## src/bus_config.svh

```systemverilog
// bus configuration shared by rtl and testbench
// window masks select the address bits compared against the base
// the ram is far smaller than its 1 MB window, so word addresses wrap
`ifndef BUS_CONFIG_SVH
`define BUS_CONFIG_SVH

// hosts on the shared data bus
`define BUS_NUM_HOSTS 4
`define BUS_ADDR_W 32
`define BUS_DATA_W 32

// ram window, 1 MB
`define RAM_BASE 32'h0010_0000
`define RAM_MASK 32'hFFF0_0000
// timer window, 1 kB
`define TIMER_BASE 32'h0003_0000
`define TIMER_MASK 32'hFFFF_FC00

// ram words actually implemented
`define SRAM_DEPTH 1024

// timer register byte offsets inside the window
`define TIMER_MTIME_LO 32'h0
`define TIMER_MTIME_HI 32'h4
`define TIMER_CMP_LO 32'h8
`define TIMER_CMP_HI 32'hC

`endif

```

## src/bus_pkg.sv

```systemverilog
// bus types shared by rtl and testbench
// widths follow bus_config.svh, byte lanes are 8 bits
`include "bus_config.svh"

package bus_pkg;

  // host index needs at least one bit even for a single host
  localparam int unsigned host_idx_w = (`BUS_NUM_HOSTS > 1) ? $clog2(`BUS_NUM_HOSTS) : 1;

  typedef logic [`BUS_ADDR_W-1:0] addr_t;
  typedef logic [`BUS_DATA_W-1:0] data_t;
  typedef logic [`BUS_DATA_W/8-1:0] be_t;
  typedef logic [host_idx_w-1:0] host_idx_t;

  // target of a request, none means unmapped
  typedef enum logic [1:0] {
    dev_none  = 2'd0,
    dev_ram   = 2'd1,
    dev_timer = 2'd2
  } device_e;

  // replace the enabled byte lanes of a word
  function automatic data_t byte_merge(data_t old_word, data_t new_word, be_t be);
    data_t merged;
    merged = old_word;
    for (int b = 0; b < `BUS_DATA_W / 8; b++) begin
      if (be[b]) begin
        merged[8*b +: 8] = new_word[8*b +: 8];
      end
    end
    return merged;
  endfunction

endpackage

```

## src/host_arbiter.sv

```systemverilog
// fixed-priority arbiter, host 0 wins
// purely combinational, gnt comes in the same cycle as req
// a host that loses keeps req high until it is granted
`timescale 1ns/1ns
`include "bus_config.svh"

module host_arbiter (
  input  logic                host_req_i   [`BUS_NUM_HOSTS],
  input  bus_pkg::addr_t      host_addr_i  [`BUS_NUM_HOSTS],
  input  logic                host_we_i    [`BUS_NUM_HOSTS],
  input  bus_pkg::be_t        host_be_i    [`BUS_NUM_HOSTS],
  input  bus_pkg::data_t      host_wdata_i [`BUS_NUM_HOSTS],
  output logic                host_gnt_o   [`BUS_NUM_HOSTS],
  output logic                sel_valid_o,
  output bus_pkg::host_idx_t  sel_host_o,
  output bus_pkg::addr_t      sel_addr_o,
  output logic                sel_we_o,
  output bus_pkg::be_t        sel_be_o,
  output bus_pkg::data_t      sel_wdata_o
);

  // walk from the highest index down so the lowest requester ends up selected
  always_comb begin
    sel_valid_o = 1'b0;
    sel_host_o  = '0;
    sel_addr_o  = '0;
    sel_we_o    = 1'b0;
    sel_be_o    = '0;
    sel_wdata_o = '0;
    for (int h = `BUS_NUM_HOSTS - 1; h >= 0; h--) begin
      if (host_req_i[h]) begin
        sel_valid_o = 1'b1;
        sel_host_o  = bus_pkg::host_idx_t'(h);
        sel_addr_o  = host_addr_i[h];
        sel_we_o    = host_we_i[h];
        sel_be_o    = host_be_i[h];
        sel_wdata_o = host_wdata_i[h];
      end
    end
  end

  // one-hot grant back to the winner
  always_comb begin
    for (int h = 0; h < `BUS_NUM_HOSTS; h++) begin
      host_gnt_o[h] = sel_valid_o && (sel_host_o == bus_pkg::host_idx_t'(h));
    end
  end

endmodule

```

## config.mk

```make
export PLATFORM = sky130hd
export DESIGN_NAME = host_arbiter
export DESIGN_NICKNAME = d
export VERILOG_FILES = /design/src/bus_pkg.sv /design/src/host_arbiter.sv
export VERILOG_INCLUDE_DIRS = /design/src
export SDC_FILE = /design/constraint.sdc
export NUM_CORES = 1
export LEC_CHECK = 0
export BUFFER_PORTS_ARGS = -buffer_cell sky130_fd_sc_hd__buf_2
export CAP_MARGIN = 10
export CORE_AREA = 2 2 140 142
export DETAILED_ROUTE_END_ITERATION = 6
export DIE_AREA = 0 0 142 144
export PLACE_DENSITY = 0.48
export SLEW_MARGIN = 10
export SYNTH_ARGS = -nofsm -noshare
export SYNTH_HDL_FRONTEND = slang
export SYNTH_SLANG_ARGS = --single-unit
```

## constraint.sdc

```tcl
create_clock -name vclk -period 2.71
set_clock_uncertainty 0.2 [all_clocks]
set_input_delay 0.1355 -clock vclk [all_inputs]
set_output_delay 0.1355 -clock vclk [all_outputs]
set_load 0.05 [all_outputs]
```

== Word level (Yosys, flattened, before mapping) ==
Index checks and enable logic that the tools add are counted.

* Bits in registers: 0
* Bits in latches: 0
* RAM bits: 0
* Bits in read-only memories: 0
* Bits of input ports: 280
* Word-level logic and storage cells: 32
* Memories: 0

* Add/sub/neg operators: 0
* $mul: 0
* Div/mod/pow operators: 0
* Magnitude comparators: 0
* Equality and inequality tests: 3
* Shift operators: 0
* Mux-type cells: 24
* Bitwise gates (word level): 0
* Reduce and logical (&&, ||, !) cells: 5

{| class="wikitable"
|+ Operator list
! cell !! count
|-
| 32-bit two-way mux || 8
|-
| 4-bit two-way mux || 4
|-
| 1-bit two-way mux || 8
|-
| 2-bit two-way mux || 4
|-
| 2-bit equality test (second input constant) || 2
|-
| 1-bit logical AND || 4
|-
| 2-bit by 1-bit equality test with 1-bit output (second input constant) || 1
|-
| 2-bit zero test || 1
|}

== Depth between registers and ports, before layout ==
* Depth after elaboration: 6
* Depth in mapped cells: 6
* Mapped depth without buffers: 3

== Worst setup path before layout ==
No wires, ideal clock.

* Kind: input-to-output
* From: input port host_req_i[1] in the netlist's numbering
* To: output port sel_host_o[1]
* Arrival: 1,585 ps
* Data required time: 2,375 ps
* Path slack: 790 ps
* Cell stages on the path: 4
* Cell sequence: buf_2 buf_2 nor2_1 nor3_1

* Cells in the longest elaborated chain, start to end: 3

{| class="wikitable"
|+ Ends and longest elaborated chain
! item !! RTL line !! source
|-
| from (decl) || host_arbiter.sv:8 || <nowiki>input logic host_req_i [`BUS_NUM_HOSTS],</nowiki>
|-
| 2-bit two-way mux (3 in series) || host_arbiter.sv:31 || <nowiki>if (host_req_i[h]) begin</nowiki>
|-
| to (decl) || host_arbiter.sv:15 || <nowiki>output bus_pkg::host_idx_t sel_host_o,</nowiki>
|}

Every way passes these cells.

== Worst setup path after layout ==
* From: input port host_req_i[1] in the netlist's numbering
* To: output port sel_wdata_o[27]

* Cells in the longest elaborated chain, start to end: 3

{| class="wikitable"
|+ Ends and longest elaborated chain
! item !! RTL line !! source
|-
| 32-bit two-way mux (3 in series) || host_arbiter.sv:31 ||
|-
| to (decl) || host_arbiter.sv:19 || <nowiki>output bus_pkg::data_t sel_wdata_o</nowiki>
|}

Every way passes these cells.

==> metrics.txt <==
post-synth top area share=31.6%; share of cells above drive strength 1=63.1%; final core occ=18.7%; Die W=142 um; Site Rows=51; power share of the clock group=0%; Switching Fraction=66.2%; sequential cell area=0 um2; buffer count from post-CTS setup fixing=0; Synth Cell Area=0.00164 mm2; Levels on crit path=5; crit path launch=host_req_i[1]; worst path required time=2370 ps; Initial Utilization=8.59%; status=finished, final reports clean; Setup TNS=0 ps; Die Ht=144 um; Hold Fails Final Rpt=0; minimum clock period=1900 ps; fin crit share=70.2%; grt met2 use=18.8%; number of sequential cells=0; Syn Nets=538; CP Buf/Inv Count=3; Netlist cell types=19; critical path class=primary input to output port; initial antenna violation count=0; synth top area cells=a22oi_1, o22ai_1, a21oi_1, buf_8, buf_4; syn avg cell area=6.35 um2; CP max FO=39; grt total ovfl=0; fmax=0.526 GHz; Filler Cell Count=2180; drt first-iter violations=183; Syn Inst Count=258; DRC=0; met1 Track Usage GR=10.7%; Resize count post-CTS=0; largest net degree at the start of global routing=73; CP most frequent cell=buf_2; cell accounting for the most synthesized area=a22oi_1; Max rail drop VDD=0.126 mV; dpl hpwl=9570 um; Slew Limit Headroom=69.8%; CP max stage delay=440 ps; count of warnings emitted by yosys=0; PD cells=275 mW/mm2; max-cap viol count=0; Arr. time, crit path=1570 ps; Nets=865; number of port buffers=356; Leak Pwr=1.82 nW; first-pass GRT wire length=15900 um; n_diodes=0; Hold Buf Count CTS=0; cell breakdown of the critical path=buf_2 -> buf_4 -> a22oi_1 -> a21oi_1 -> buf_2; Placer Congestion=0.761; Layout area overhead=117%; I/O Pins=356; Pins Over Slew Limit=0; ANT nets after route=0; total number of vias=3619; WL/cell=14.7 um; vias in the first global route=3273; startpoint types=primary input; RSZ-0062 raised after global routing=no; gr busiest metal=met2; Internal Pwr Total=332 uW; Seq/Total Area, Yosys=0%; Core Area=0.0191 mm2; final number of setup-violating endpoints=0; crit end category=output port; worst min path class=primary input to output port; Crit path max-delay family=buffers and inverters; DRT Wirelength=12000 um; Pre-antenna DRT Iters=4; met3 usage in global routing=0.960%; Gate power share=100.0%; Tot GR Track Use=9.57%; CP max stage cell=buf_4; # clk buffers=0; via/cell ratio=4.41; NetSw=650 uW; sequential share of power=0%; worst-margin pin slew=453 ps; Total Die Area=0.0204 mm2; Worst setup endpoint=sel_wdata_o[27]
==> synth_stat cells <==
| cell | count |
|---|---|
| nor2_1 | 3 |
| nand2b_1 | 1 |
| and2_1 | 2 |
| clkbuf_1 | 11 |
| a22oi_1 | 69 |
| a21oi_1 | 69 |
| nor2_2 | 1 |
| nor3_1 | 1 |
| buf_6 | 3 |
| buf_2 | 9 |
| dlygate4sd1_1 | 1 |
| inv_2 | 1 |
| nand2_1 | 1 |
| buf_1 | 1 |
| nor2b_2 | 1 |
| o22ai_1 | 69 |
| buf_8 | 6 |
| buf_4 | 8 |
| inv_1 | 1 |
==> logic make-up after synthesis <==
group                  after synthesis  share of synthesized area [%]
and+or+nand+nor                     10                           3.28
AOI/OAI and AO/OA                  207                           79.0
buffers and inverters               41                           17.7
==> layout by cell type, fill, tap and decap left out <==
cell type,Yosys,layout
o22ai_1,69,69
nand2b_2,0,1
buf_12,0,4
buf_2,9,354
nand2_1,1,1
inv_1,1,1
a21oi_1,69,69
nor2b_4,0,1
inv_2,1,1
and2_1,2,2
buf_4,8,6
nor2_4,0,1
a22oi_1,69,69
nor3_1,1,1
nor2_1,3,3
==> stage by stage <==
| step | setup WS (ps) | power [mW] | instances | instance area (um2) | hold WS (ps) |
|---|---|---|---|---|---|
| global route | 736 | 1.04 | 821 | 3560 | 461 |
| floorplan | 790 | 0.628 | 258 | 1640 | 247 |
| finish | 808 | 0.981 | 821 | 3560 | 452 |
| detailed placement | 839 | 0.978 | 821 | 3560 | 453 |
| global placement | 823 | 0.982 | 821 | 3560 | 444 |
| CTS | 835 | 0.981 | 821 | 3560 | 452 |
==> final cells by class <==
type                            count  area, um2  area share [%]
Inverter                            2       7.51           0.211
Multi-Input combinational cell    217       1360            38.2
Timing Repair Buffer              364       1900            53.2
Tap cell                          238        298            8.36
==> power groups by stage <==
| stage | Sequential (mW) | Combinational [mW] | Clock [mW] |
|---|---|---|---|
| 2_1_floorplan | 0 | 0.628 | 0 |
| 3_3_place_gp | 0 | 0.982 | 0 |
| 3_5_place_dp | 0 | 0.978 | 0 |
| 4_1_cts | 0 | 0.981 | 0 |
| 5_1_grt | 0 | 1.04 | 0 |
| 6_report | 0 | 0.981 | 0 |
==> how the worst min path moves through the flow <==
stage                  startpoint       endpoint  slack, ps  cells after the start
floorplan           host_req_i[3]  sel_host_o[0]        250                      1
global placement    host_req_i[3]  host_gnt_o[3]        440                      2
detailed placement  host_req_i[3]  host_gnt_o[3]        450                      2
CTS                 host_req_i[3]  host_gnt_o[3]        450                      2
global route        host_req_i[3]  host_gnt_o[3]        460                      2
finish              host_req_i[3]  host_gnt_o[3]        450                      2
==> layer usage <==
| layer | share of wire (%) | wire, um |
|---|---|---|
| met1 | 38 | 4590 |
| met2 | 51 | 6090 |
| met3 | 8.3 | 1000 |
| met4 | 3.0 | 357 |
| met5 | 0 | 0 |
No activity file was read; power rests on OpenSTA's default activity.
