## src/bus_config.svh

```systemverilog
// bus configuration shared by rtl and testbench
// window masks select the address bits compared against the base
// the ram is far smaller than its 1 MB window, so word addresses wrap
`ifndef BUS_CONFIG_SVH
`define BUS_CONFIG_SVH

// hosts on the shared data bus
`define BUS_NUM_HOSTS 4
`define BUS_ADDR_W 32
`define BUS_DATA_W 32

// ram window, 1 MB
`define RAM_BASE 32'h0010_0000
`define RAM_MASK 32'hFFF0_0000
// timer window, 1 kB
`define TIMER_BASE 32'h0003_0000
`define TIMER_MASK 32'hFFFF_FC00

// ram words actually implemented
`define SRAM_DEPTH 1024

// timer register byte offsets inside the window
`define TIMER_MTIME_LO 32'h0
`define TIMER_MTIME_HI 32'h4
`define TIMER_CMP_LO 32'h8
`define TIMER_CMP_HI 32'hC

`endif

```

## src/bus_pkg.sv

```systemverilog
// bus types shared by rtl and testbench
// widths follow bus_config.svh, byte lanes are 8 bits
`include "bus_config.svh"

package bus_pkg;

  // host index needs at least one bit even for a single host
  localparam int unsigned host_idx_w = (`BUS_NUM_HOSTS > 1) ? $clog2(`BUS_NUM_HOSTS) : 1;

  typedef logic [`BUS_ADDR_W-1:0] addr_t;
  typedef logic [`BUS_DATA_W-1:0] data_t;
  typedef logic [`BUS_DATA_W/8-1:0] be_t;
  typedef logic [host_idx_w-1:0] host_idx_t;

  // target of a request, none means unmapped
  typedef enum logic [1:0] {
    dev_none  = 2'd0,
    dev_ram   = 2'd1,
    dev_timer = 2'd2
  } device_e;

  // replace the enabled byte lanes of a word
  function automatic data_t byte_merge(data_t old_word, data_t new_word, be_t be);
    data_t merged;
    merged = old_word;
    for (int b = 0; b < `BUS_DATA_W / 8; b++) begin
      if (be[b]) begin
        merged[8*b +: 8] = new_word[8*b +: 8];
      end
    end
    return merged;
  endfunction

endpackage

```

## src/response_return.sv

```systemverilog
// response path back to the granted host
// one register stage, responses cannot be stalled
// rdata is zero whenever err is set
`timescale 1ns/1ns
`include "bus_config.svh"

module response_return (
  input  logic                clk_i,
  input  logic                rst_n_i,
  input  logic                sel_valid_i,
  input  bus_pkg::host_idx_t  sel_host_i,
  input  bus_pkg::device_e    sel_device_i,
  input  logic                ram_rvalid_i,
  input  bus_pkg::data_t      ram_rdata_i,
  input  logic                timer_rvalid_i,
  input  bus_pkg::data_t      timer_rdata_i,
  input  logic                timer_err_i,
  output logic                host_rvalid_o [`BUS_NUM_HOSTS],
  output bus_pkg::data_t      host_rdata_o  [`BUS_NUM_HOSTS],
  output logic                host_err_o    [`BUS_NUM_HOSTS]
);

  logic               pend_valid_q;
  bus_pkg::host_idx_t pend_host_q;
  bus_pkg::device_e   pend_dev_q;
  logic               resp_valid;
  logic               resp_err;
  bus_pkg::data_t     resp_rdata;

  // request in flight from last cycle's grant
  always_ff @(posedge clk_i) begin
    if (!rst_n_i) begin
      pend_valid_q <= 1'b0;
    end else begin
      pend_valid_q <= sel_valid_i;
    end
  end

  // who asked and where it went
  always_ff @(posedge clk_i) begin
    pend_host_q <= sel_host_i;
    pend_dev_q  <= sel_device_i;
  end

  // pick the answering device
  always_comb begin
    resp_valid = 1'b0;
    resp_err   = 1'b0;
    resp_rdata = '0;
    case (pend_dev_q)
      bus_pkg::dev_ram: begin
        resp_valid = pend_valid_q && ram_rvalid_i;
        resp_rdata = ram_rdata_i;
      end
      bus_pkg::dev_timer: begin
        resp_valid = pend_valid_q && timer_rvalid_i;
        resp_err   = timer_err_i;
        resp_rdata = timer_err_i ? '0 : timer_rdata_i;
      end
      default: begin
        // unmapped, answered by the bus itself
        resp_valid = pend_valid_q;
        resp_err   = 1'b1;
      end
    endcase
  end

  // steer to the pending host only, rdata is shared
  always_comb begin
    for (int h = 0; h < `BUS_NUM_HOSTS; h++) begin
      host_rvalid_o[h] = resp_valid && (pend_host_q == bus_pkg::host_idx_t'(h));
      host_err_o[h]    = host_rvalid_o[h] && resp_err;
      host_rdata_o[h]  = resp_rdata;
    end
  end

endmodule

```

## config.mk

```make
export PLATFORM = sky130hd
export DESIGN_NAME = response_return
export DESIGN_NICKNAME = d
export VERILOG_FILES = /design/src/bus_pkg.sv /design/src/response_return.sv
export VERILOG_INCLUDE_DIRS = /design/src
export SDC_FILE = /design/constraint.sdc
export NUM_CORES = 1
export LEC_CHECK = 0
export BUFFER_PORTS_ARGS = -buffer_cell sky130_fd_sc_hd__buf_2
export CAP_MARGIN = 20
export CORE_AREA = 2 2 80 82
export DETAILED_ROUTE_END_ITERATION = 16
export DIE_AREA = 0 0 82 84
export GPL_TIMING_DRIVEN = 1
export HOLD_SLACK_MARGIN = 0.1
export PLACE_DENSITY_LB_ADDON = 0.25
export SLEW_MARGIN = 20
export SYNTH_ARGS = -nofsm -noshare
export SYNTH_HDL_FRONTEND = slang
export SYNTH_SLANG_ARGS = --single-unit
```

## constraint.sdc

```tcl
create_clock -name clk_i -period 3.78 [get_ports clk_i]
set_clock_uncertainty 0.1 [all_clocks]
set_input_delay 0.189 -clock clk_i [delete_from_list [all_inputs] [get_ports clk_i]]
set_output_delay 0.189 -clock clk_i [all_outputs]
set_load 0.05 [all_outputs]
```

Word-level counts from Yosys, hierarchy flattened
Index checks and enable logic that the tools add are counted.
Widths: inputs -> output; s select.
Word-level totals
  bits in registers: 5
  output and inout bits: 136
Cells by class
  equality and inequality tests: 5
  muxes and demuxes: 4
  reduce and logical (&&, ||, !) cells: 11
Operators with widths (count)
  $pmux 32 s2: 1
  $mux 32: 1
  $logic_and 1x1->1: 10
  $eq 2x2->1 const B: 3
  $eq 2x1->1 const B: 2
  $pmux 1 s2: 2
  $logic_not 2->1: 1

Depth between registers and ports, before layout
  depth in word-level cells: 4
  gate-level depth with buffers: 8
  mapped depth without buffers: 5

Least setup slack after synthesis
OpenSTA, ideal clock, no wires.
  kind: reg2out
  from: register pend_dev_q[0]
  to: output host_rdata_o[100] in the netlist's numbering
  arrival time: 2.104 ns
  required time: 3.491 ns
  setup slack: 1.387 ns
  stages on the path, launching flop included: 7
  buffers on the path: 3
  cells stage by stage: dfxtp_1 -> inv_1 -> ha_1 -> clkbuf_2 -> clkbuf_1 -> nor2_1 -> buf_4
RTL lines
  start: declaration: RTL line response_return.sv:25  | bus_pkg::device_e pend_dev_q;
  start signal: assignment: RTL line response_return.sv:42  | pend_dev_q <= sel_device_i;
  end: declaration: RTL line response_return.sv:19  | output bus_pkg::data_t host_rdata_o [`BUS_NUM_HOSTS],

==> summary.txt <==
Layout
  • Area growth from synthesis to layout: 34.8%
  • Leading cell type in the layout, fill and taps excluded: buf_2
  • Fin cells: 391
  • Filler cell count: 687
  • Share of layout cells above drive strength 1: 69.7%
  • Most frequent cells in the layout: 209 x buf_2, 37 x nor2_1, 32 x a22oi_1
  • FF/Latch Area: 100 um2
  • ANT cells: 0
  • Final #Nets: 392
  • Multi-input logic area: 513 um2

Drt
  • # DRC: 0
  • Post-Route WL: 4370 um
  • Via count: 1589
  • Vias per cell: 4.06
  • Pre-antenna DRT Iters: 4
  • Initial DRC Count: 24
  • Avg WL per Cell: 11.2 um
  • Antenna Violating Nets Remaining: 0

Run
  • Number of max-cap violations: 0

CTS
  • Clock Tree Buf Depth: 2
  • # H-tree levels: 1
  • Clock sinks: 5
  • CTS tree: done
  • Postcts setup bufs: 0
  • Post-CTS resize count: 0
  • CTS root buf: clkbuf_8
  • TritonCTS Buffers: 3
  • Clock-pin slew on the worst setup and hold paths: 0.03 ns

GRT
  • Overall Global Routing Usage: 10.8%
  • First-pass GRT wire length: 6090 um
  • Grt total ovfl: 0
  • Largest net degree at the start of global routing: 33
  • Initial antenna violation count: 0
  • Vias in the first global route: 1300

Synthesis
  • Simple-gate share of the synthesized area: 14.0%
  • Main combinational cell family by area after synthesis: buffers and inverters
  • Cell variety after synth: 19
  • Mux contribution to synthesized area: 1.07%
  • Yosys reg bits: 5
  • Mapped Cells: 200
  • Cell Area, Synth: 1400 um2
  • Sequential area share after synthesis: 7.14%
  • Synth warn: 0
  • Post-Synth XOR/XNOR Area: 0%
  • Synth Net Count: 277
  • Post-synthesis compound-gate area fraction: 18.6%
  • Avg Inst Size Synth: 7.01 um2
  • Adder-cell share of the synthesized area: 2.68%

STA
  • Worst slew margin: 46.1%
  • Slew Limit Fails: 0
  • Final period util: 67.3%
  • FMAX: 393 MHz
  • Final hold vios: 0
  • Tmin final: 2.54 ns
  • Final setup vio count: 0
  • RSZ-0062 raised after global routing: false
  • Setup WS post-layout: 1.24 ns
  • Worst-Margin Slew: 0.808 ns
  • Setup Total Neg Slack: 0 ns

Place
  • Post-place setup slack: 1.39 ns
  • HPWL after DPL: 3620 um
  • Placed cells: 381
  • Placer Congestion: 0.768
  • Port Buffers: 209

Power
  • Power density over the cells: 303 nW/um2
  • Seq pwr share: 10.3%
  • Comb power frac: 73.2%
  • Switching power: 350 uW
  • Sw Ratio: 61.0%
  • Peak supply drop: 0.000150 V
  • Leakage: 0.00129 uW
  • Internal: 224 uW
  • Clock Power Share: 16.5%

Floorplan
  • Core Region: 6100 um2
  • Die width: 82 um
  • I/O pins: 210
  • Initial Utilization: 23.0%
  • Die area: 6890 um2
  • Die height: 84 um
  • # rows: 29

Setup path
  • Crit path launch type: flop
  • CP max FO: 22
  • WP data required: 3.49 ns
  • Crit Path Class: flop to primary output
  • Worst EP arrival: 2.25 ns
  • Crit. End Element: primary output

Worst hold path
  • Worst hold start: sel_device_i[0]
  • Worst Hold Endpoint: pend_dev_q[0]
  • Worst Hold Depth: 2
  • HP Class: input pin to flop

Outcome
  • Status: finished clean
[worst max-delay path by stage]
stage                       start                end  slack (ns)  depth (start not counted)
floorplan           pend_dev_q[0]  host_rdata_o[100]        1.39                          6
global placement    pend_dev_q[1]      host_err_o[1]        1.47                          7
detailed placement  pend_dev_q[1]      host_err_o[1]        1.39                          7
CTS                 pend_dev_q[1]      host_err_o[1]        1.16                          7
global route        pend_dev_q[1]   host_rdata_o[20]        0.99                          6
finish              pend_dev_q[1]      host_err_o[1]        1.24                          7
[Yosys cell counts]
master | instances | area, um2
nand3b_1 | 1 | 7.51
mux2_4 | 1 | 15.0
nor2_1 | 37 | 139
dfxtp_1 | 5 | 100
and2_1 | 1 | 6.26
o211ai_1 | 1 | 7.51
ha_1 | 3 | 37.5
a22oi_1 | 32 | 240
clkbuf_2 | 1 | 5.00
nor4_2 | 1 | 12.5
buf_4 | 99 | 743
inv_1 | 2 | 7.51
a21oi_1 | 1 | 5.00
o21ai_2 | 1 | 8.76
buf_2 | 5 | 25.0
nor3_1 | 4 | 20.0
nand3_1 | 1 | 5.00
nor2b_1 | 1 | 6.26
clkbuf_1 | 3 | 11.3
[through the flow]
step | cell area, um2 | total power [uW] | hold WS (ns) | util (%)
after global placement | 1790 | 477 | 0.195 | 29.3
after detailed placement | 1790 | 478 | 0.193 | 29.3
after floorplan | 1400 | 438 | 0.117 | -
after CTS | 1890 | 580 | 0.502 | 31.0
after global routing | 1890 | 604 | 0.513 | 31.0
final | 1890 | 574 | 0.508 | 31.0
[registers in the layout, summed over array words and instances, names as in the netlist]
signal / count
pend_dev_q: 2
pend_host_q: 2
pend_valid_q: 1
[what timing repair did]
action                     CTS  global route
hold endpoints to repair     5             0
setup endpoints to repair    0             0
hold buffers                 6             0
[critical path, cell delays in order, from the launching register on]
cell	delay, ns
dfxtp_1	0.31
inv_1	0.05
ha_1	0.66
buf_4	0.32
nor2_1	0.06
a21oi_1	0.30
nor3_1	0.09
buf_2	0.22
[logic make-up after synthesis]
| family | count (synthesis) |
|---|---|
| compound gates | 35 |
| fa+ha+maj | 3 |
| buf+inv | 110 |
| flops | 5 |
| mux | 1 |
| simple gates | 46 |
[metal layers]
metal / wire length, um / global-route usage [%]
met4: 15 / 1.52
met5: 0 / 0
met3: 377 / 1.08
met1: 1640 / 12.5
met2: 2330 / 21.1
[power by group through the flow]
stage	logic, uW	clock network [uW]	registers [uW]
5_1_grt	443	101	59.7
3_5_place_dp	418	0	59.9
6_report	420	94.5	59.2
4_1_cts	424	97.2	59.1
2_1_floorplan	379	0	59.2
3_3_place_gp	417	0	59.8
[layout make-up]
type,instances,area share [%]
inverter,2,0.397
timing repair buffer,218,59.7
clock buffer,4,2.38
multi-input combinational,85,27.1
tap,77,5.10
sequential,5,5.29
No activity file was read; power rests on OpenSTA's default activity.
