[src/bus_config.svh]
// bus configuration shared by rtl and testbench
// window masks select the address bits compared against the base
// the ram is far smaller than its 1 MB window, so word addresses wrap
`ifndef BUS_CONFIG_SVH
`define BUS_CONFIG_SVH

// hosts on the shared data bus
`define BUS_NUM_HOSTS 4
`define BUS_ADDR_W 32
`define BUS_DATA_W 32

// ram window, 1 MB
`define RAM_BASE 32'h0010_0000
`define RAM_MASK 32'hFFF0_0000
// timer window, 1 kB
`define TIMER_BASE 32'h0003_0000
`define TIMER_MASK 32'hFFFF_FC00

// ram words actually implemented
`define SRAM_DEPTH 1024

// timer register byte offsets inside the window
`define TIMER_MTIME_LO 32'h0
`define TIMER_MTIME_HI 32'h4
`define TIMER_CMP_LO 32'h8
`define TIMER_CMP_HI 32'hC

`endif

[src/bus_pkg.sv]
// bus types shared by rtl and testbench
// widths follow bus_config.svh, byte lanes are 8 bits
`include "bus_config.svh"

package bus_pkg;

  // host index needs at least one bit even for a single host
  localparam int unsigned host_idx_w = (`BUS_NUM_HOSTS > 1) ? $clog2(`BUS_NUM_HOSTS) : 1;

  typedef logic [`BUS_ADDR_W-1:0] addr_t;
  typedef logic [`BUS_DATA_W-1:0] data_t;
  typedef logic [`BUS_DATA_W/8-1:0] be_t;
  typedef logic [host_idx_w-1:0] host_idx_t;

  // target of a request, none means unmapped
  typedef enum logic [1:0] {
    dev_none  = 2'd0,
    dev_ram   = 2'd1,
    dev_timer = 2'd2
  } device_e;

  // replace the enabled byte lanes of a word
  function automatic data_t byte_merge(data_t old_word, data_t new_word, be_t be);
    data_t merged;
    merged = old_word;
    for (int b = 0; b < `BUS_DATA_W / 8; b++) begin
      if (be[b]) begin
        merged[8*b +: 8] = new_word[8*b +: 8];
      end
    end
    return merged;
  endfunction

endpackage

[src/device_router.sv]
// address decode of the granted request
// windows from bus_config.svh must not overlap
// an unmapped address raises no device request, only dev_none
`timescale 1ns/1ns
`include "bus_config.svh"

module device_router (
  input  logic              sel_valid_i,
  input  bus_pkg::addr_t    sel_addr_i,
  input  logic              sel_we_i,
  input  bus_pkg::be_t      sel_be_i,
  input  bus_pkg::data_t    sel_wdata_i,
  output logic              ram_req_o,
  output logic              timer_req_o,
  output bus_pkg::addr_t    dev_addr_o,
  output logic              dev_we_o,
  output bus_pkg::be_t      dev_be_o,
  output bus_pkg::data_t    dev_wdata_o,
  output bus_pkg::device_e  sel_device_o
);

  logic ram_hit;
  logic timer_hit;

  // masked compare against each window base
  assign ram_hit   = (sel_addr_i & `RAM_MASK) == `RAM_BASE;
  assign timer_hit = (sel_addr_i & `TIMER_MASK) == `TIMER_BASE;

  // target selection, ram checked first
  always_comb begin
    sel_device_o = bus_pkg::dev_none;
    if (sel_valid_i) begin
      if (ram_hit) begin
        sel_device_o = bus_pkg::dev_ram;
      end else if (timer_hit) begin
        sel_device_o = bus_pkg::dev_timer;
      end
    end
  end

  // at most one device request per cycle
  assign ram_req_o   = (sel_device_o == bus_pkg::dev_ram);
  assign timer_req_o = (sel_device_o == bus_pkg::dev_timer);

  // shared request fields, each device qualifies them with its own req
  assign dev_addr_o  = sel_addr_i;
  assign dev_we_o    = sel_we_i;
  assign dev_be_o    = sel_be_i;
  assign dev_wdata_o = sel_wdata_i;

endmodule

[config.mk]
export PLATFORM = sky130hd
export DESIGN_NAME = device_router
export DESIGN_NICKNAME = d
export VERILOG_FILES = /design/src/bus_pkg.sv /design/src/device_router.sv
export VERILOG_INCLUDE_DIRS = /design/src
export SDC_FILE = /design/constraint.sdc
export NUM_CORES = 1
export LEC_CHECK = 0
export BUFFER_PORTS_ARGS = -buffer_cell sky130_fd_sc_hd__buf_2
export CORE_MARGIN = 4
export CORE_UTILIZATION = 26
export DETAILED_ROUTE_END_ITERATION = 10
export GPL_TIMING_DRIVEN = 0
export PLACE_DENSITY_LB_ADDON = 0.12
export SLEW_MARGIN = 5
export SYNTH_ARGS = -nofsm -noshare
export SYNTH_HDL_FRONTEND = slang
export SYNTH_SLANG_ARGS = --single-unit
[constraint.sdc]
create_clock -name vclk -period 2.92
set_clock_uncertainty 0.15 [all_clocks]
set_input_delay 0.876 -clock vclk [all_inputs]
set_output_delay 0.876 -clock vclk [all_outputs]
set_load 0.02 [all_outputs]
[Yosys cells after proc, flatten, opt, wreduce, memory -nomap -nowiden]
Cells that the tools add are included.
Cells by class
  equality and inequality tests: 4
  multiplexer cells: 3
Operator list (number)
  22-bit by 8-bit equality test with 1-bit output (second input constant): 1
  12-bit by 1-bit equality test with 1-bit output (second input constant): 1
  2-bit two-way mux: 3
  2-bit by 1-bit equality test with 1-bit output (second input constant): 1
  2-bit equality test (second input constant): 1
Word-level totals
  register bits after elaboration: 0
  bits of input ports: 70
  output and inout bits: 73
  word-level logic and storage cells: 7

[Logic depth before layout (Yosys ltp)]
Gate-level depths: netlist of the first run.
  depth after elaboration: 5
  gate-level depth with buffers: 3
  mapped depth without buffers: 3

[Least setup slack after synthesis of the first run]
No wires, ideal clock.
  kind: input-to-output
  start point: input port sel_addr_i[31]
  end point: output port sel_device_o[1]
  data arrival time: 1.597 ns
  data required time: 1.894 ns
  slack: 0.297 ns
  stages: 3
  path buffers: 0
  cell sequence: nor4b_2 -> nand3_2 -> nor2_1
On the way
  longest elaborated chain between the ends: 4
  elaborated cells on any way between the ends: 5
  classes of those cells: 2 x eq/ne; 3 x mux
RTL lines
  from (decl): RTL line device_router.sv:9  | input bus_pkg::addr_t sel_addr_i,
  22-bit by 8-bit equality test with 1-bit output (no source line)
  2-bit two-way mux: RTL line device_router.sv:35  | end else if (timer_hit) begin
  2-bit two-way mux (*): RTL line device_router.sv:33  | if (ram_hit) begin
  2-bit two-way mux (*): RTL line device_router.sv:32  | if (sel_valid_i) begin
  to (decl): RTL line device_router.sv:19  | output bus_pkg::device_e sel_device_o
Mark *: on every way between the ends. The rest lies on a longest branch, timed or not.

[Worst setup path after layout of the first run]
  start point: input port sel_addr_i[20]
  end point: output port sel_device_o[1]
The elaborated chain is that of the path after synthesis.

==> impl_metrics.env, run 1 <==
export IMPL_core_area_mm2=0.00223
export IMPL_rows=17
export IMPL_fp_dieH_um=56.9
export IMPL_top_layer="met3"
export IMPL_hold_viol_final=0
export IMPL_synth_area_um2=621
export IMPL_pin_count=143
export IMPL_ir_drop_v=0.000104
export IMPL_yosysMostFrequentCell="buf_4"
export IMPL_fillers=223
export IMPL_initial_core_util_pct=27.8
export IMPL_cp_required_ns=1.89
export IMPL_die_area_mm2=0.00323
export IMPL_cts_resized=0
export IMPL_status="complete, no violations"
export IMPL_synth_largest_area_cell="buf_4"
export IMPL_leakagePower_nw=0.736
export IMPL_postRouteAntennaNets=0
export IMPL_seq_cells=0
export IMPL_routed_wl_um=2130
export IMPL_drtIter0Drc=6
export IMPL_hold_path_class="primary input to output port"
export IMPL_nClkBuffers=0
export IMPL_relSlewSlack_pct=83.2
export IMPL_numPortBuffers=96
export IMPL_final_cells=206
export IMPL_grt_max_degree=5
export IMPL_syn_inst=82
export IMPL_area_growth_pct=83.1
export IMPL_die_w_um=56.9
export IMPL_drcViolationCount=0
export IMPL_dpl_cell_area_mm2=0.00114
export IMPL_antennaDiodeCount=0
export IMPL_period_needed_ns=2.76
export IMPL_num_vias=739
export IMPL_grt_pass1_vias=676
export IMPL_yosys_warnings=0
export IMPL_cts_hold_buffers=0
export IMPL_dp_cells=206
export IMPL_post_drt_wl_per_cell_um=10.3
export IMPL_place_gp_congestion=0.696
export IMPL_grt_use_total_pct=10.9
export IMPL_rsz0062_at_grt="no"
export IMPL_finalNetCount=250
export IMPL_synth_common_cells="buf_4, nor2_1"
export IMPL_drt_met1_wl_um=552
export IMPL_fin_area_mm2=0.00114
export IMPL_seq_area_um2=0
export IMPL_worstHoldPathCells=2
export IMPL_setup_violations_final=0
export IMPL_critPathKind="primary input to output port"
export IMPL_finish_utilization_pct=50.9
export IMPL_worstPathArrival_ns=1.73
export IMPL_worstSetupStartpointType="primary input"
export IMPL_fmax_mhz=362
export IMPL_setup_tns_ns=0
export IMPL_dr_pass1_iters=2
export IMPL_met2_length_um=1260
export IMPL_worstMarginPinSlew_ns=0.249
export IMPL_crit_fanout=3
export IMPL_end_kind="output port"
export IMPL_synth_area_top_cells="buf_4, nor4_4, nor2_1, nor4b_2, nor4_2"
export IMPL_avgViaCountPerCell=3.59
export IMPL_overflow=0
export IMPL_route_met3_wl_um=312
export IMPL_seq_area_frac_synth_pct=0
export IMPL_yosysUniqueCellTypes=10
export IMPL_drive_above_1_share_pct=94.9
export IMPL_yosys_area_top_type_share_pct=83.5
export IMPL_min_to="dev_wdata_o[0]"
export IMPL_cts_setup_buffers=0
export IMPL_fin_crit_sh_pct=94.5
export IMPL_antenna_found_initial=0
export IMPL_slew_viol_final=0
export IMPL_min_from="sel_wdata_i[0]"
export IMPL_syn_nets=152
export IMPL_avgSynthCellArea_um2=7.57
export IMPL_maxCapViolCount=0
export IMPL_p_per_area_mw_per_mm2=181
export IMPL_grt_pass1_wl_um=3010
==> area by class of cell <==
cell class         instances  area, um^2  share of cell area (%)
inverters                  1        3.75                   0.330
well taps                 28        35.0                    3.08
plain buffers             69         518                    45.6
multi-input cells         12        98.8                    8.70
repair buffers            96         480                    42.3
==> worst max-delay path by stage <==
stage / end / cells after the start / slack, ns / startpoint
2_1_floorplan: sel_device_o[1] / 3 / 0.30 / sel_addr_i[31]
3_3_place_gp: timer_req_o / 5 / 0.13 / sel_addr_i[20]
3_5_place_dp: timer_req_o / 5 / 0.15 / sel_addr_i[20]
4_1_cts: timer_req_o / 5 / 0.14 / sel_addr_i[20]
5_1_grt: sel_device_o[1] / 5 / 0.02 / sel_addr_i[20]
6_report: sel_device_o[1] / 5 / 0.16 / sel_addr_i[20]
==> layout by cell type, fill, tap and decap left out <==
cell type | Yosys | routed
buf_2 | 0 | 96
buf_4 | 69 | 69
nor2_1 | 5 | 5
inv_1 | 1 | 1
nor4_4 | 1 | 1
nor4b_2 | 1 | 1
nor4_2 | 1 | 1
nand3_2 | 1 | 1
nor4_1 | 1 | 1
nor4b_1 | 1 | 1
nand4_1 | 1 | 1
==> power breakdown <==
| part | switching (W) | internal (W) | total [W] |
|---|---|---|---|
| Combinational | 0.000102 | 0.000103 | 0.000205 |
| Sequential | 0 | 0 | 0 |
| Clock | 0 | 0 | 0 |
==> logic make-up (layout without fill, tap and decap cells) <==
logic type / after synthesis / after routing / share of synthesized area, %
AND/OR/NAND/NOR: 12 / 12 / 15.9
buffers and inverters: 70 / 166 / 84.1
==> per-layer routing <==
metal / vias to the layer above / track usage (%)
li1: 384 / -
met1: 291 / 11.5
met2: 64 / 22.3
met3: 0 / 2.99
met4: 0 / 0
met5: - / 0
==> through the flow <==
step / setup slack (ns) / power (W) / hold WS, ns
finish: 0.161 / 0.000205 / 1.82
floorplan: 0.297 / 0.000142 / 1.71
detailed placement: 0.149 / 0.000208 / 1.82
global placement: 0.135 / 0.000207 / 1.82
global route: 0.0226 / 0.000219 / 1.82
CTS: 0.145 / 0.000208 / 1.82
==> worst max-delay path: stages <==
cell and delay (ns):
buf_2 0.11, nor4b_1 0.29, nand4_1 0.17, nor2_1 0.11
buf_2 0.17
No activity file was read; power rests on OpenSTA's default activity.
==> inputs of run 2 (changes only) <==
Settings changed: GPL_TIMING_DRIVEN 0 to unset, RECOVER_POWER set to 25.
==> run 2 against run 1 <==
Fmax decreased by 0.20%. Critical path depth unchanged. Final area shrank 66%. Utilization down 33 points. Die area did not move. Clock-buffer cell count unchanged. Total power down 70%. Critical endpoint is now timer_req_o. Sequential share of layout area unchanged. Cell count shrank 56%. Combinational power is 70% lower. Worst setup slack got worse by 0.0056 ns. Routed wire length shrank 39%.
==> impl_metrics.env, run 2 (same netlist as run 1, synthesis figures left out) <==
export IMPL_place_gp_congestion=0.666
export IMPL_hpwl_um=1210
export IMPL_critPathKind="primary input to output port"
export IMPL_setup_violations_final=0
export IMPL_critical_path_max_stage_delay_ns=0.31
export IMPL_initial_core_util_pct=27.8
export IMPL_p_per_area_mw_per_mm2=158
export IMPL_finalNetCount=134
export IMPL_dr_pass1_iters=2
export IMPL_maxCapViolCount=0
export IMPL_setup_slack_ns=0.155
export IMPL_cp_cell_sequence="buf_2 -> nor4_2 -> nand3_2 -> nor2_1 -> buf_2"
export IMPL_cts_setup_buffers=0
export IMPL_fmax_mhz=362
export IMPL_final_common_cell="buf_2"
export IMPL_grt_pass1_vias=363
export IMPL_ir_drop_v=0.0000426
export IMPL_drive_above_1_share_pct=87.1
export IMPL_hold_ws_ns=1.60
export IMPL_period_needed_ns=2.76
export IMPL_area_growth_pct=-37.3
export IMPL_layout_common_cells="buf_2, nor2_1, nor4b_2"
export IMPL_hold_path_class="primary input to output port"
export IMPL_crit_fanout=4
export IMPL_antenna_found_initial=0
export IMPL_numPortBuffers=49
export IMPL_overflow=0
export IMPL_drtIter0Drc=3
export IMPL_status="complete, no violations"
export IMPL_relSlewSlack_pct=82.2
export IMPL_slew_viol_final=0
export IMPL_cts_hold_buffers=0
export IMPL_num_vias=347
export IMPL_grt_max_degree=5
export IMPL_pin_count=143
export IMPL_hold_viol_final=0
export IMPL_fp_dieH_um=56.9
export IMPL_antennaDiodeCount=0
export IMPL_rsz0062_at_grt="no"
export IMPL_rows=17
export IMPL_drcViolationCount=0
export IMPL_die_w_um=56.9
export IMPL_seq_cells=0
export IMPL_post_drt_wl_per_cell_um=14.3
export IMPL_crit_slowest_cell="nor4_2"
export IMPL_pre_cts_slack_ns=0.109
export IMPL_die_area_mm2=0.00323
export IMPL_end_kind="output port"
export IMPL_worstSetupStartpointType="primary input"
export IMPL_worstMarginPinSlew_ns=0.265
export IMPL_core_area_mm2=0.00223
export IMPL_crit_top_cell="buf_2"
export IMPL_cts_resized=0
export IMPL_seq_area_um2=0
export IMPL_power_w=0.0000613
export IMPL_grt_use_total_pct=6.91
export IMPL_avgViaCountPerCell=3.86
export IMPL_nClkBuffers=0
export IMPL_leakagePower_nw=0.221
export IMPL_setup_tns_ns=0
export IMPL_routed_wl_um=1290
export IMPL_worstPathArrival_ns=1.74
export IMPL_fin_crit_sh_pct=94.7
export IMPL_cp_required_ns=1.89
export IMPL_fillers=260
export IMPL_postRouteAntennaNets=0
export IMPL_grt_pass1_wl_um=1880
[run 2: cell types whose count changed in the layout (fill, tap and decap cells not counted)]
cell / delta
nor4b_1: -1
buf_4: -69
buf_2: -47
nor4b_2: +1
[run 2: cell type report]
| class | count | area (um^2) | area share, % |
|---|---|---|---|
| Timing Repair Buffer | 49 | 245 | 63.0 |
| Multi-Input combinational cell | 12 | 105 | 27.0 |
| Tap cell | 28 | 35.0 | 9.00 |
| Inverter | 1 | 3.75 | 0.965 |
[run 2: layer usage]
metal,GRT usage (%),wire length (um),vias to the layer above
li1,-,-,150
met1,5.12,290,143
met2,13.5,711,44
met3,3.91,234,10
met4,3.64,53,0
met5,0,0,-
[run 2: where the power goes]
| part | internal (W) | switching [W] | total, W | leakage, nW |
|---|---|---|---|---|
| clock | 0 | 0 | 0 | 0 |
| combinational | 0.0000241 | 0.0000372 | 0.0000613 | 0.221 |
| sequential | 0 | 0 | 0 | 0 |
| total | 0.0000241 | 0.0000372 | 0.0000613 | 0.221 |
[run 2: final timing paths]
check	from	slack (ns)	endpoint	cells after the start
max	sel_addr_i[21]	0.16	timer_req_o	5
min	sel_addr_i[4]	1.60	dev_addr_o[4]	0
[run 2: per-stage QoR]
stage	std cells	utilization, %	instance area (um^2)
finish	90	17.4	389
global route	90	17.4	389
CTS	90	17.1	383
detailed placement	90	17.1	383
global placement	90	17.1	383
floorplan	82	-	621
[run 2: worst max-delay path: cells and delay by family]
kind	cells	cell delay [ns]
AND/OR/NAND/NOR	3	0.58
buffers and inverters	2	0.28
