==> src/bus_config.svh <==
// bus configuration shared by rtl and testbench
// window masks select the address bits compared against the base
// the ram is far smaller than its 1 MB window, so word addresses wrap
`ifndef BUS_CONFIG_SVH
`define BUS_CONFIG_SVH

// hosts on the shared data bus
`define BUS_NUM_HOSTS 4
`define BUS_ADDR_W 32
`define BUS_DATA_W 32

// ram window, 1 MB
`define RAM_BASE 32'h0010_0000
`define RAM_MASK 32'hFFF0_0000
// timer window, 1 kB
`define TIMER_BASE 32'h0003_0000
`define TIMER_MASK 32'hFFFF_FC00

// ram words actually implemented
`define SRAM_DEPTH 1024

// timer register byte offsets inside the window
`define TIMER_MTIME_LO 32'h0
`define TIMER_MTIME_HI 32'h4
`define TIMER_CMP_LO 32'h8
`define TIMER_CMP_HI 32'hC

`endif

==> src/bus_pkg.sv <==
// bus types shared by rtl and testbench
// widths follow bus_config.svh, byte lanes are 8 bits
`include "bus_config.svh"

package bus_pkg;

  // host index needs at least one bit even for a single host
  localparam int unsigned host_idx_w = (`BUS_NUM_HOSTS > 1) ? $clog2(`BUS_NUM_HOSTS) : 1;

  typedef logic [`BUS_ADDR_W-1:0] addr_t;
  typedef logic [`BUS_DATA_W-1:0] data_t;
  typedef logic [`BUS_DATA_W/8-1:0] be_t;
  typedef logic [host_idx_w-1:0] host_idx_t;

  // target of a request, none means unmapped
  typedef enum logic [1:0] {
    dev_none  = 2'd0,
    dev_ram   = 2'd1,
    dev_timer = 2'd2
  } device_e;

  // replace the enabled byte lanes of a word
  function automatic data_t byte_merge(data_t old_word, data_t new_word, be_t be);
    data_t merged;
    merged = old_word;
    for (int b = 0; b < `BUS_DATA_W / 8; b++) begin
      if (be[b]) begin
        merged[8*b +: 8] = new_word[8*b +: 8];
      end
    end
    return merged;
  endfunction

endpackage

==> src/timer_device.sv <==
// 64-bit mtime / mtimecmp timer
// only the four word offsets are mapped, anything else answers err
// irq is registered, so it follows mtime >= mtimecmp by one cycle
`timescale 1ns/1ns
`include "bus_config.svh"

module timer_device (
  input  logic            clk_i,
  input  logic            rst_n_i,
  input  logic            req_i,
  input  logic            we_i,
  input  bus_pkg::be_t    be_i,
  input  bus_pkg::addr_t  addr_i,
  input  bus_pkg::data_t  wdata_i,
  output logic            rvalid_o,
  output bus_pkg::data_t  rdata_o,
  output logic            err_o,
  output logic            timer_irq_o
);

  logic [63:0]    mtime_q;
  logic [63:0]    mtime_d;
  logic [63:0]    cmp_q;
  logic [63:0]    cmp_d;
  bus_pkg::addr_t reg_off;
  logic           bad_off;
  logic           wr;
  bus_pkg::data_t rd_word;

  // offset inside the 1 kB window
  assign reg_off = addr_i & ~`TIMER_MASK;
  assign wr      = req_i && we_i;

  // register read mux and offset check
  always_comb begin
    bad_off = 1'b0;
    rd_word = '0;
    case (reg_off)
      `TIMER_MTIME_LO: rd_word = mtime_q[31:0];
      `TIMER_MTIME_HI: rd_word = mtime_q[63:32];
      `TIMER_CMP_LO:   rd_word = cmp_q[31:0];
      `TIMER_CMP_HI:   rd_word = cmp_q[63:32];
      default:         bad_off = 1'b1;
    endcase
  end

  // mtime free-runs, a write overrides this cycle's increment
  always_comb begin
    mtime_d = mtime_q + 64'd1;
    cmp_d   = cmp_q;
    if (wr) begin
      case (reg_off)
        `TIMER_MTIME_LO: mtime_d[31:0] = bus_pkg::byte_merge(mtime_q[31:0], wdata_i, be_i);
        `TIMER_MTIME_HI: mtime_d[63:32] = bus_pkg::byte_merge(mtime_q[63:32], wdata_i, be_i);
        `TIMER_CMP_LO:   cmp_d[31:0] = bus_pkg::byte_merge(cmp_q[31:0], wdata_i, be_i);
        `TIMER_CMP_HI:   cmp_d[63:32] = bus_pkg::byte_merge(cmp_q[63:32], wdata_i, be_i);
        default:         ;
      endcase
    end
  end

  // cmp at all ones keeps irq quiet after reset
  always_ff @(posedge clk_i) begin
    if (!rst_n_i) begin
      mtime_q     <= '0;
      cmp_q       <= '1;
      rvalid_o    <= 1'b0;
      err_o       <= 1'b0;
      timer_irq_o <= 1'b0;
    end else begin
      mtime_q     <= mtime_d;
      cmp_q       <= cmp_d;
      rvalid_o    <= req_i;
      err_o       <= req_i && bad_off;
      timer_irq_o <= (mtime_q >= cmp_q);
    end
  end

  // read data, pre-write value of the register
  always_ff @(posedge clk_i) begin
    if (req_i) begin
      rdata_o <= rd_word;
    end
  end

endmodule

==> config.mk <==
export PLATFORM = sky130hd
export DESIGN_NAME = timer_device
export DESIGN_NICKNAME = d
export VERILOG_FILES = /design/src/bus_pkg.sv /design/src/timer_device.sv
export VERILOG_INCLUDE_DIRS = /design/src
export SDC_FILE = /design/constraint.sdc
export NUM_CORES = 1
export LEC_CHECK = 0
export ABC_AREA = 0
export BUFFER_PORTS_ARGS = -buffer_cell sky130_fd_sc_hd__buf_4
export CAP_MARGIN = 10
export CORE_UTILIZATION = 55
export DETAILED_ROUTE_END_ITERATION = 12
export GPL_ROUTABILITY_DRIVEN = 0
export PLACE_DENSITY_LB_ADDON = 0.08
export SYNTH_ARGS = -nofsm -noshare
export SYNTH_HDL_FRONTEND = slang
export SYNTH_SLANG_ARGS = --single-unit
export TNS_END_PERCENT = 1
==> constraint.sdc <==
create_clock -name clk_i -period 3.3 [get_ports clk_i]
set_clock_uncertainty 0.1 [all_clocks]
set_input_delay 0.66 -clock clk_i [delete_from_list [all_inputs] [get_ports clk_i]]
set_output_delay 0.66 -clock clk_i [all_outputs]
set_load 0.02 [all_outputs]
# Yosys cells after proc, flatten, opt, wreduce, memory -nomap -nowiden
# Index checks and enable logic that the tools add are counted.
# totals
reg_bits	163
in_bits	72
output_inout_bits	35
word_cells	54
# op_classes
add_sub_neg	1
n_lt_le_gt_ge	1
eq_ne	11
mux	9
reduce_logical	12
# ops
cell	n
$pmux W32 S4	1
$add A64 B1 Y64 const B	1
$ge A64 B64 Y1	1
$mux W32	2
$mux W64	1
$logic_not A32 Y1	1
$mux W8	4
$ne A3 B3 Y1 const B	8
$reduce_and A3 Y1	8
$eq A10 B4 Y1 const B	2
$eq A10 B3 Y1 const B	1
$reduce_or A4 Y1	1
$logic_and A1 B1 Y1	2
$mux W1	1

# Logic depth before layout (Yosys ltp)
# Gate-level depths: netlist (run 1).
# depth
word_depth	4
mapped_depth	8
mapped_depth_nobuf	8

# Least setup slack after synthesis (run 1)
# Ideal clock, no wire load.
# synth_path
path_type	input -> register
startpoint	input addr_i[1]
endpoint	register mtime_q[37]
setup_ns	0.065
arrival_ns	2.529
required_ns	3.135
setup_slack_ns	0.606
cell_stages	8
path_buffers	2
path_cell_list	nor4_1 > and4_1 > clkbuf_1 > and2_1 > clkbuf_1 > nor2_1 > mux2_2 > nor2_1
# synth_via
elab_chain_cells	3
elab_cells_between_ends	4
classes_between	eq/ne: 2; mux: 2
# synth_rtl
item	line_no	text
start, declared	timer_device.sv:13	input bus_pkg::addr_t addr_i,
$eq A10 B3 Y1 *	timer_device.sv:52	case (reg_off)
$mux W32	timer_device.sv:52	
$mux W64	timer_device.sv:51	if (wr) begin
end signal, assigned	timer_device.sv:71	mtime_q <= mtime_d;
end, declared	timer_device.sv:21	logic [63:0] mtime_q;
# Every way passes the cells marked *; elsewhere a longest branch is shown, timed or not.
# A chain may end at the register's enable or synchronous reset.

# Final worst setup path (run 1)
# layout_path
startpoint	register mtime_q[0]
endpoint	register mtime_q[44]
# layout_via
elab_chain_cells	3
# layout_rtl
item	line_no	text
$add A64 B1 Y64 *	timer_device.sv:49	mtime_d = mtime_q + 64'd1;
$mux W32	timer_device.sv:52	
$mux W64 *	timer_device.sv:51	
# Marks and branches as above.

==> summary.md, run 1 <==
| Metric | Value |
|---|---|
| Global-route wire length before repair | 46500 µm |
| Hold Violations, Final | 0 |
| Yosys cell types | 70 |
| Filler cell count | 1441 |
| Lkg Pwr | 4.93 nW |
| DR WL met2 | 13200 µm |
| Synthesis Warnings | 0 |
| Ys async rst share | 0 |
| Hold Crit Endpoint | cmp_q[38] |
| Tot GR Track Use | 0.333 |
| Clock network fraction of total power | 0.493 |
| Tmin final | 2.86 ns |
| Final total power | 4.48 mW |
| Slew headroom | 0.499 |
| Setup repair bufs after CTS | 0 |
| CP arrival | 3.12 ns |
| H-tree Lvls | 4 |
| Worst Tran Pin Value | 0.750 ns |
| CP Data Required Time | 3.56 ns |
| Syn-to-layout area delta | 16.6% |
| Cells on worst reg2reg path | 7 |
| Rows | 47 |
| Slew Limit Fails | 0 |
| Clock sink count | 163 |
| Crit path launch type | flop |
| Vias per cell | 6.65 |
| Pre-CTS setup slack | 0.405 ns |
| Fmax | 0.349 GHz |
| Ys flop type | dfxtp_1 |
| Seq. cell area | 3580 µm² |
| DRT iter0 DRCs | 1372 |
| R2R setup slack | 0.44 ns |
| Reg2reg start | mtime_q[0] |
| Max Root-Sink Buffers | 2 |
| Setup ws final | 0.439 ns |
| Dpl hpwl | 20500 µm |
| Mapped Cells | 1133 |
| Initial Util | 0.568 |
| Die H | 134 µm |
| Boundary Pins | 107 |
| PD cells | 404 nW/µm² |
| Tcrit/Tclk final | 0.867 |
| Switching Power | 0.990 mW |
| Most frequent cells in the layout | 187 x nand2_1, 131 x dfxtp_1, 122 x buf_4, 75 x inv_1, 71 x o211ai_1 |
| Hold buffers post-CTS | 0 |
| Antenna fix cells | 0 |
| Post-Route WL | 29300 µm |
| Status | complete, no violations |
| Most common cell after layout, fill and taps aside | nand2_1 |
| Reg clk slew, reported paths | 0.07 ns |
| CP Max Fanout | 6 |
| Hold_sp | wdata_i[6] |
| Layout cell share with drive strength beyond 1 | 0.148 |
| TritonCTS clock tree | yes |
| Num CTS Buffers | 17 |
| Worst Hold Path Cells | 3 |
| Sw Ratio | 0.221 |
| Drc violations | 0 |
| Mapped cell area | 9520 µm² |
| First-pass DRT Iterations | 8 |
| Initial antenna violation count | 0 |
| Hold crit path type | in -> reg |
| Resize count post-CTS | 0 |
| Clock Latency Late Sink | 0.44 ns |
| Critical path class | reg -> reg |
| Register bit count reported by yosys | 163 |
| Post-route ant nets | 0 |
| Number of global-route vias before repair | 8718 |
| Syn nets | 1270 |
| EDFF count, synth | 32 |
| Wire length on met1 | 12800 µm |
| RSZ-0062 raised after global routing | false |
| Largest net degree at the start of global routing | 54 |
| Setup TNS | 0 ns |
| Max layer used | met4 |
| Seq/Total Area, Yosys | 0.376 |
| Sequential share of power | 0.458 |
| Port bufs | 84 |
| Cell Int Power | 3.49 mW |
| Met3 WL | 2620 µm |
| Fin nets | 1341 |
| Multi-input gate area in the final layout | 5350 µm² |
| Maxcap violations | 0 |
| VDD IR-drop max | 0.000352 V |
| Avg Cell Area, Syn | 8.41 µm² |
| Die width | 134 µm |
| Reg-to-Reg End | mtime_q[44] |
| Core area | 16800 µm² |
| Routed len/inst | 20.4 µm |
| Die ar. | 17800 µm² |
| Clk root buf | clkbuf_16 |
| Comb power frac | 0.049 |
| Via count | 9554 |
| # setup viols final | 0 |
| CP Capture Type | flop |
| GR Overflow Total | 0 |
## sequential cells by signal, summed over array words and instances, names as in the netlist
signal and cells:
cmp_q 64, err_o 1, mtime_q 64, rdata_o 32, rvalid_o 1, timer_irq_o 1
## power groups by stage
stage	Clock, mW	Sequential (mW)	Combinational, mW
after floorplan	0	2.12	0.0646
after global placement	0	2.10	0.214
after detailed placement	0	2.10	0.215
after CTS	2.23	2.05	0.218
after global routing	2.31	2.06	0.231
final	2.21	2.05	0.220
## how the worst max path moves through the flow
stage | from | endpoint | slack, ns | cells past startpoint
3_5_place_dp | addr_i[7] | cmp_q[1] | 0.41 | 8
3_3_place_gp | addr_i[7] | cmp_q[3] | 0.47 | 7
2_1_floorplan | addr_i[1] | mtime_q[37] | 0.61 | 8
6_report | mtime_q[0] | mtime_q[44] | 0.44 | 7
5_1_grt | mtime_q[0] | mtime_q[44] | 0.28 | 7
4_1_cts | mtime_q[0] | mtime_q[44] | 0.49 | 7
## worst max-delay path: stages (launching register included)
cell	delay, ns
dfxtp_1	0.46
ha_1	0.27
nand2_1	0.14
or4_4	0.60
nor4_4	0.42
nand2_1	0.15
or4_1	0.47
a31oi_1	0.16
## cell families (layout without fill, tap and decap cells)
logic type               Yosys count  after routing  synth area share
AND/OR/NAND/NOR                  428            428             0.226
AO/OA/AOI/OAI                    303            303             0.222
flip-flops                       163            163             0.376
buffers and inverters            148            232            0.0629
adder cells (fa/ha/maj)           65             65            0.0854
multiplexers                      16             16            0.0177
XOR/XNOR                          10             10           0.00920
## synth_stat cells, drive strengths merged, types with 4 or more instances
cell type | instances | area (µm²)
a211oi | 16 | 120
a21o | 9 | 67.6
a21oi | 57 | 285
a221oi | 9 | 78.8
a222oi | 32 | 320
a311oi | 9 | 78.8
a31oi | 17 | 106
a32oi | 4 | 35.0
and2 | 14 | 87.6
and3 | 24 | 153
and4 | 11 | 96.3
buf | 20 | 103
clkbuf | 51 | 201
dfxtp | 131 | 2620
edfxtp | 32 | 961
ha | 65 | 813
inv | 76 | 285
mux2 | 7 | 78.8
mux2i | 9 | 90.1
nand2 | 189 | 714
nand3 | 38 | 190
nand4 | 32 | 228
nor2 | 44 | 165
nor3 | 24 | 136
nor3b | 5 | 42.5
nor4 | 20 | 146
o211ai | 71 | 533
o21ai | 46 | 230
o22ai | 8 | 50.1
o311ai | 4 | 35.0
o31ai | 6 | 45.0
or3 | 6 | 38.8
or4 | 11 | 87.6
xnor2 | 6 | 52.6
xor2 | 4 | 35.0
## final cells by class
type | count | share of cell area
clock buffer | 19 | 0.0399
clock inverter | 13 | 0.0186
inverter | 76 | 0.0257
multi-input combinational | 822 | 0.482
sequential | 163 | 0.323
tap | 220 | 0.0248
timing repair buffer | 124 | 0.0861
## stage by stage
stage	utilization	cell area, µm²	hold slack [ns]	std cells
floorplan	-	9520	0.383	1133
global placement	0.624	10500	0.399	1405
detailed placement	0.624	10500	0.404	1405
CTS	0.662	11100	0.377	1437
global route	0.662	11100	0.384	1437
finish	0.662	11100	0.390	1437
## routing by layer
metal,global-route usage,vias up
li1,-,4411
met2,0.513,532
met1,0.459,4555
met3,0.0731,56
met5,0,-
met4,0.117,0
No activity file was read; power rests on OpenSTA's default activity.
==> run 2, diff against run 1 <==
==> constraint.sdc (replaced) <==
create_clock -name clk_i -period 3.71 [get_ports clk_i]
set_clock_uncertainty 0.1 [all_clocks]
set_input_delay 0.742 -clock clk_i [delete_from_list [all_inputs] [get_ports clk_i]]
set_output_delay 0.742 -clock clk_i [all_outputs]
set_load 0.02 [all_outputs]
==> summary.md, run 2 (same netlist as run 1, synthesis figures left out) <==
| Metric | Value |
|---|---|
| Cells on worst reg2reg path | 6 |
| Reg2reg start | mtime_q[16] |
| Core area | 16800 µm² |
| Worst Path Buf+Inv | 0 |
| Status | complete, no violations |
| Hold Crit Endpoint | cmp_q[19] |
| Fmax | 0.346 GHz |
| Rows | 47 |
| # setup viols final | 0 |
| Reg-to-Reg End | mtime_q[44] |
| Tot GR Track Use | 0.331 |
| Clk root buf | clkbuf_16 |
| Resize count post-CTS | 0 |
| Global-route wire length before repair | 46200 µm |
| Hold_sp | cmp_q[19] |
| TritonCTS clock tree | yes |
| Max Root-Sink Buffers | 2 |
| Via count | 9498 |
| Fin nets | 1330 |
| Tcrit/Tclk final | 0.779 |
| RSZ-0062 raised after global routing | false |
| GR Overflow Total | 0 |
| Cell Chain, Critical Path | nand4_1 > or3_1 > nor4_4 > nand2_1 > or4_1 > a31oi_1 |
| CP Data Required Time | 3.97 ns |
| First-pass DRT Iterations | 8 |
| Crit. Startpoint | mtime_q[16] |
| Lkg Pwr | 4.88 nW |
| Antenna fix cells | 0 |
| Die width | 134 µm |
| Top flop regs | cmp_q: 64 flops, mtime_q: 64 flops, rdata_o: 32 flops |
| Maxcap violations | 0 |
| Setup repair bufs after CTS | 0 |
| Number of global-route vias before repair | 8760 |
| Most frequent cells in the layout | 187 x nand2_1, 131 x dfxtp_1, 112 x buf_4, 75 x inv_1, 71 x o211ai_1 |
| Slew headroom | 0.388 |
| Initial antenna violation count | 0 |
| Worst Hold Path Cells | 2 |
| CP Max Fanout | 10 |
| Placed cells | 1394 |
| Crit-path slowest cell | or3_1 |
| Cell Int Power | 3.16 mW |
| Vias per cell | 6.66 |
| Num CTS Buffers | 17 |
| Clock Latency Late Sink | 0.44 ns |
| Filler cell count | 1449 |
| Sw Ratio | 0.216 |
| CP arrival | 3.15 ns |
| Dpl hpwl | 20500 µm |
| Clock network fraction of total power | 0.499 |
| Comb power frac | 0.048 |
| Largest stage delay, worst path | 0.57 ns |
| Most common cell after layout, fill and taps aside | nand2_1 |
| Boundary Pins | 107 |
| Critical path class | reg -> reg |
| Final Instance Count excl. Fillers | 1426 |
| Hold buffers post-CTS | 0 |
| Largest net degree at the start of global routing | 41 |
| Layout Utilization | 0.658 |
| Post-route ant nets | 0 |
| H-tree Lvls | 4 |
| Initial Util | 0.568 |
| Sequential share of power | 0.453 |
| Crit path launch type | flop |
| PD cells | 366 nW/µm² |
| Switching Power | 0.870 mW |
| Slew Limit Fails | 0 |
| Die ar. | 17800 µm² |
| R2R setup slack | 0.82 ns |
| Die H | 134 µm |
| Post-Route WL | 29200 µm |
| CP Capture Type | flop |
| Clock sink count | 163 |
| Routed len/inst | 20.5 µm |
| Crit-path leading delay family | simple AND/OR/NAND/NOR gates |
| Syn-to-layout area delta | 15.7% |
| Drc violations | 0 |
| VDD IR-drop max | 0.000333 V |
| DRT iter0 DRCs | 1174 |
| Tmin final | 2.89 ns |
| Worst Tran Pin Value | 0.909 ns |
| Hold crit path type | reg -> reg |
| Final total power | 4.03 mW |
| Reg clk slew, reported paths | 0.06 ns |
| Setup TNS | 0 ns |
| Hold Violations, Final | 0 |
| Port bufs | 84 |
| Layout cell share with drive strength beyond 1 | 0.140 |
run 2: how the worst max path moves through the flow:
stage	cells after the start	slack, ns	endpoint
finish	6	0.82	mtime_q[44]
global route	6	0.70	mtime_q[44]
CTS	6	0.89	mtime_q[44]
detailed placement	8	0.68	cmp_q[19]
global placement	8	0.71	cmp_q[19]
floorplan	8	0.93	mtime_q[37]
run 2: power by group through the flow:
stage	combinational [mW]	clock, mW	sequential, mW
after detailed placement	0.191	0	1.87
after global placement	0.190	0	1.87
after CTS	0.191	2.02	1.83
final	0.193	2.01	1.83
after floorplan	0.0574	0	1.88
after global routing	0.204	2.09	1.83
run 2: final cells by class:
type | instances | area [µm²] | area share
clock buffer | 22 | 485 | 0.0441
timing repair buffer | 113 | 861 | 0.0781
inverter | 76 | 285 | 0.0259
multi-input combinational | 822 | 5350 | 0.486
sequential | 163 | 3580 | 0.325
clock inverter | 10 | 178 | 0.0161
tap | 220 | 275 | 0.0250
run 2: stage by stage:
step                      setup slack (ns)  hold WS [ns]  area [µm²]
after floorplan                      0.934         0.383        9520
after global placement               0.712         0.401       10400
after detailed placement             0.683         0.401       10400
after CTS                            0.892         0.417       11000
after global routing                 0.699         0.438       11000
final                                0.821         0.418       11000
run 2: worst register-to-register path, delay by kind of cell, from the launching register on:
kind	cells	cell delay (ns)
AND/OR/NAND/NOR	5	2.01
AO/OA/AOI/OAI	1	0.16
flip-flops	1	0.55
run 2: per-layer routing:
metal / GRT usage / wire [µm]
met1: 0.452 / 12800
met2: 0.518 / 13100
met3: 0.0685 / 2690
met4: 0.111 / 600
met5: 0 / 0
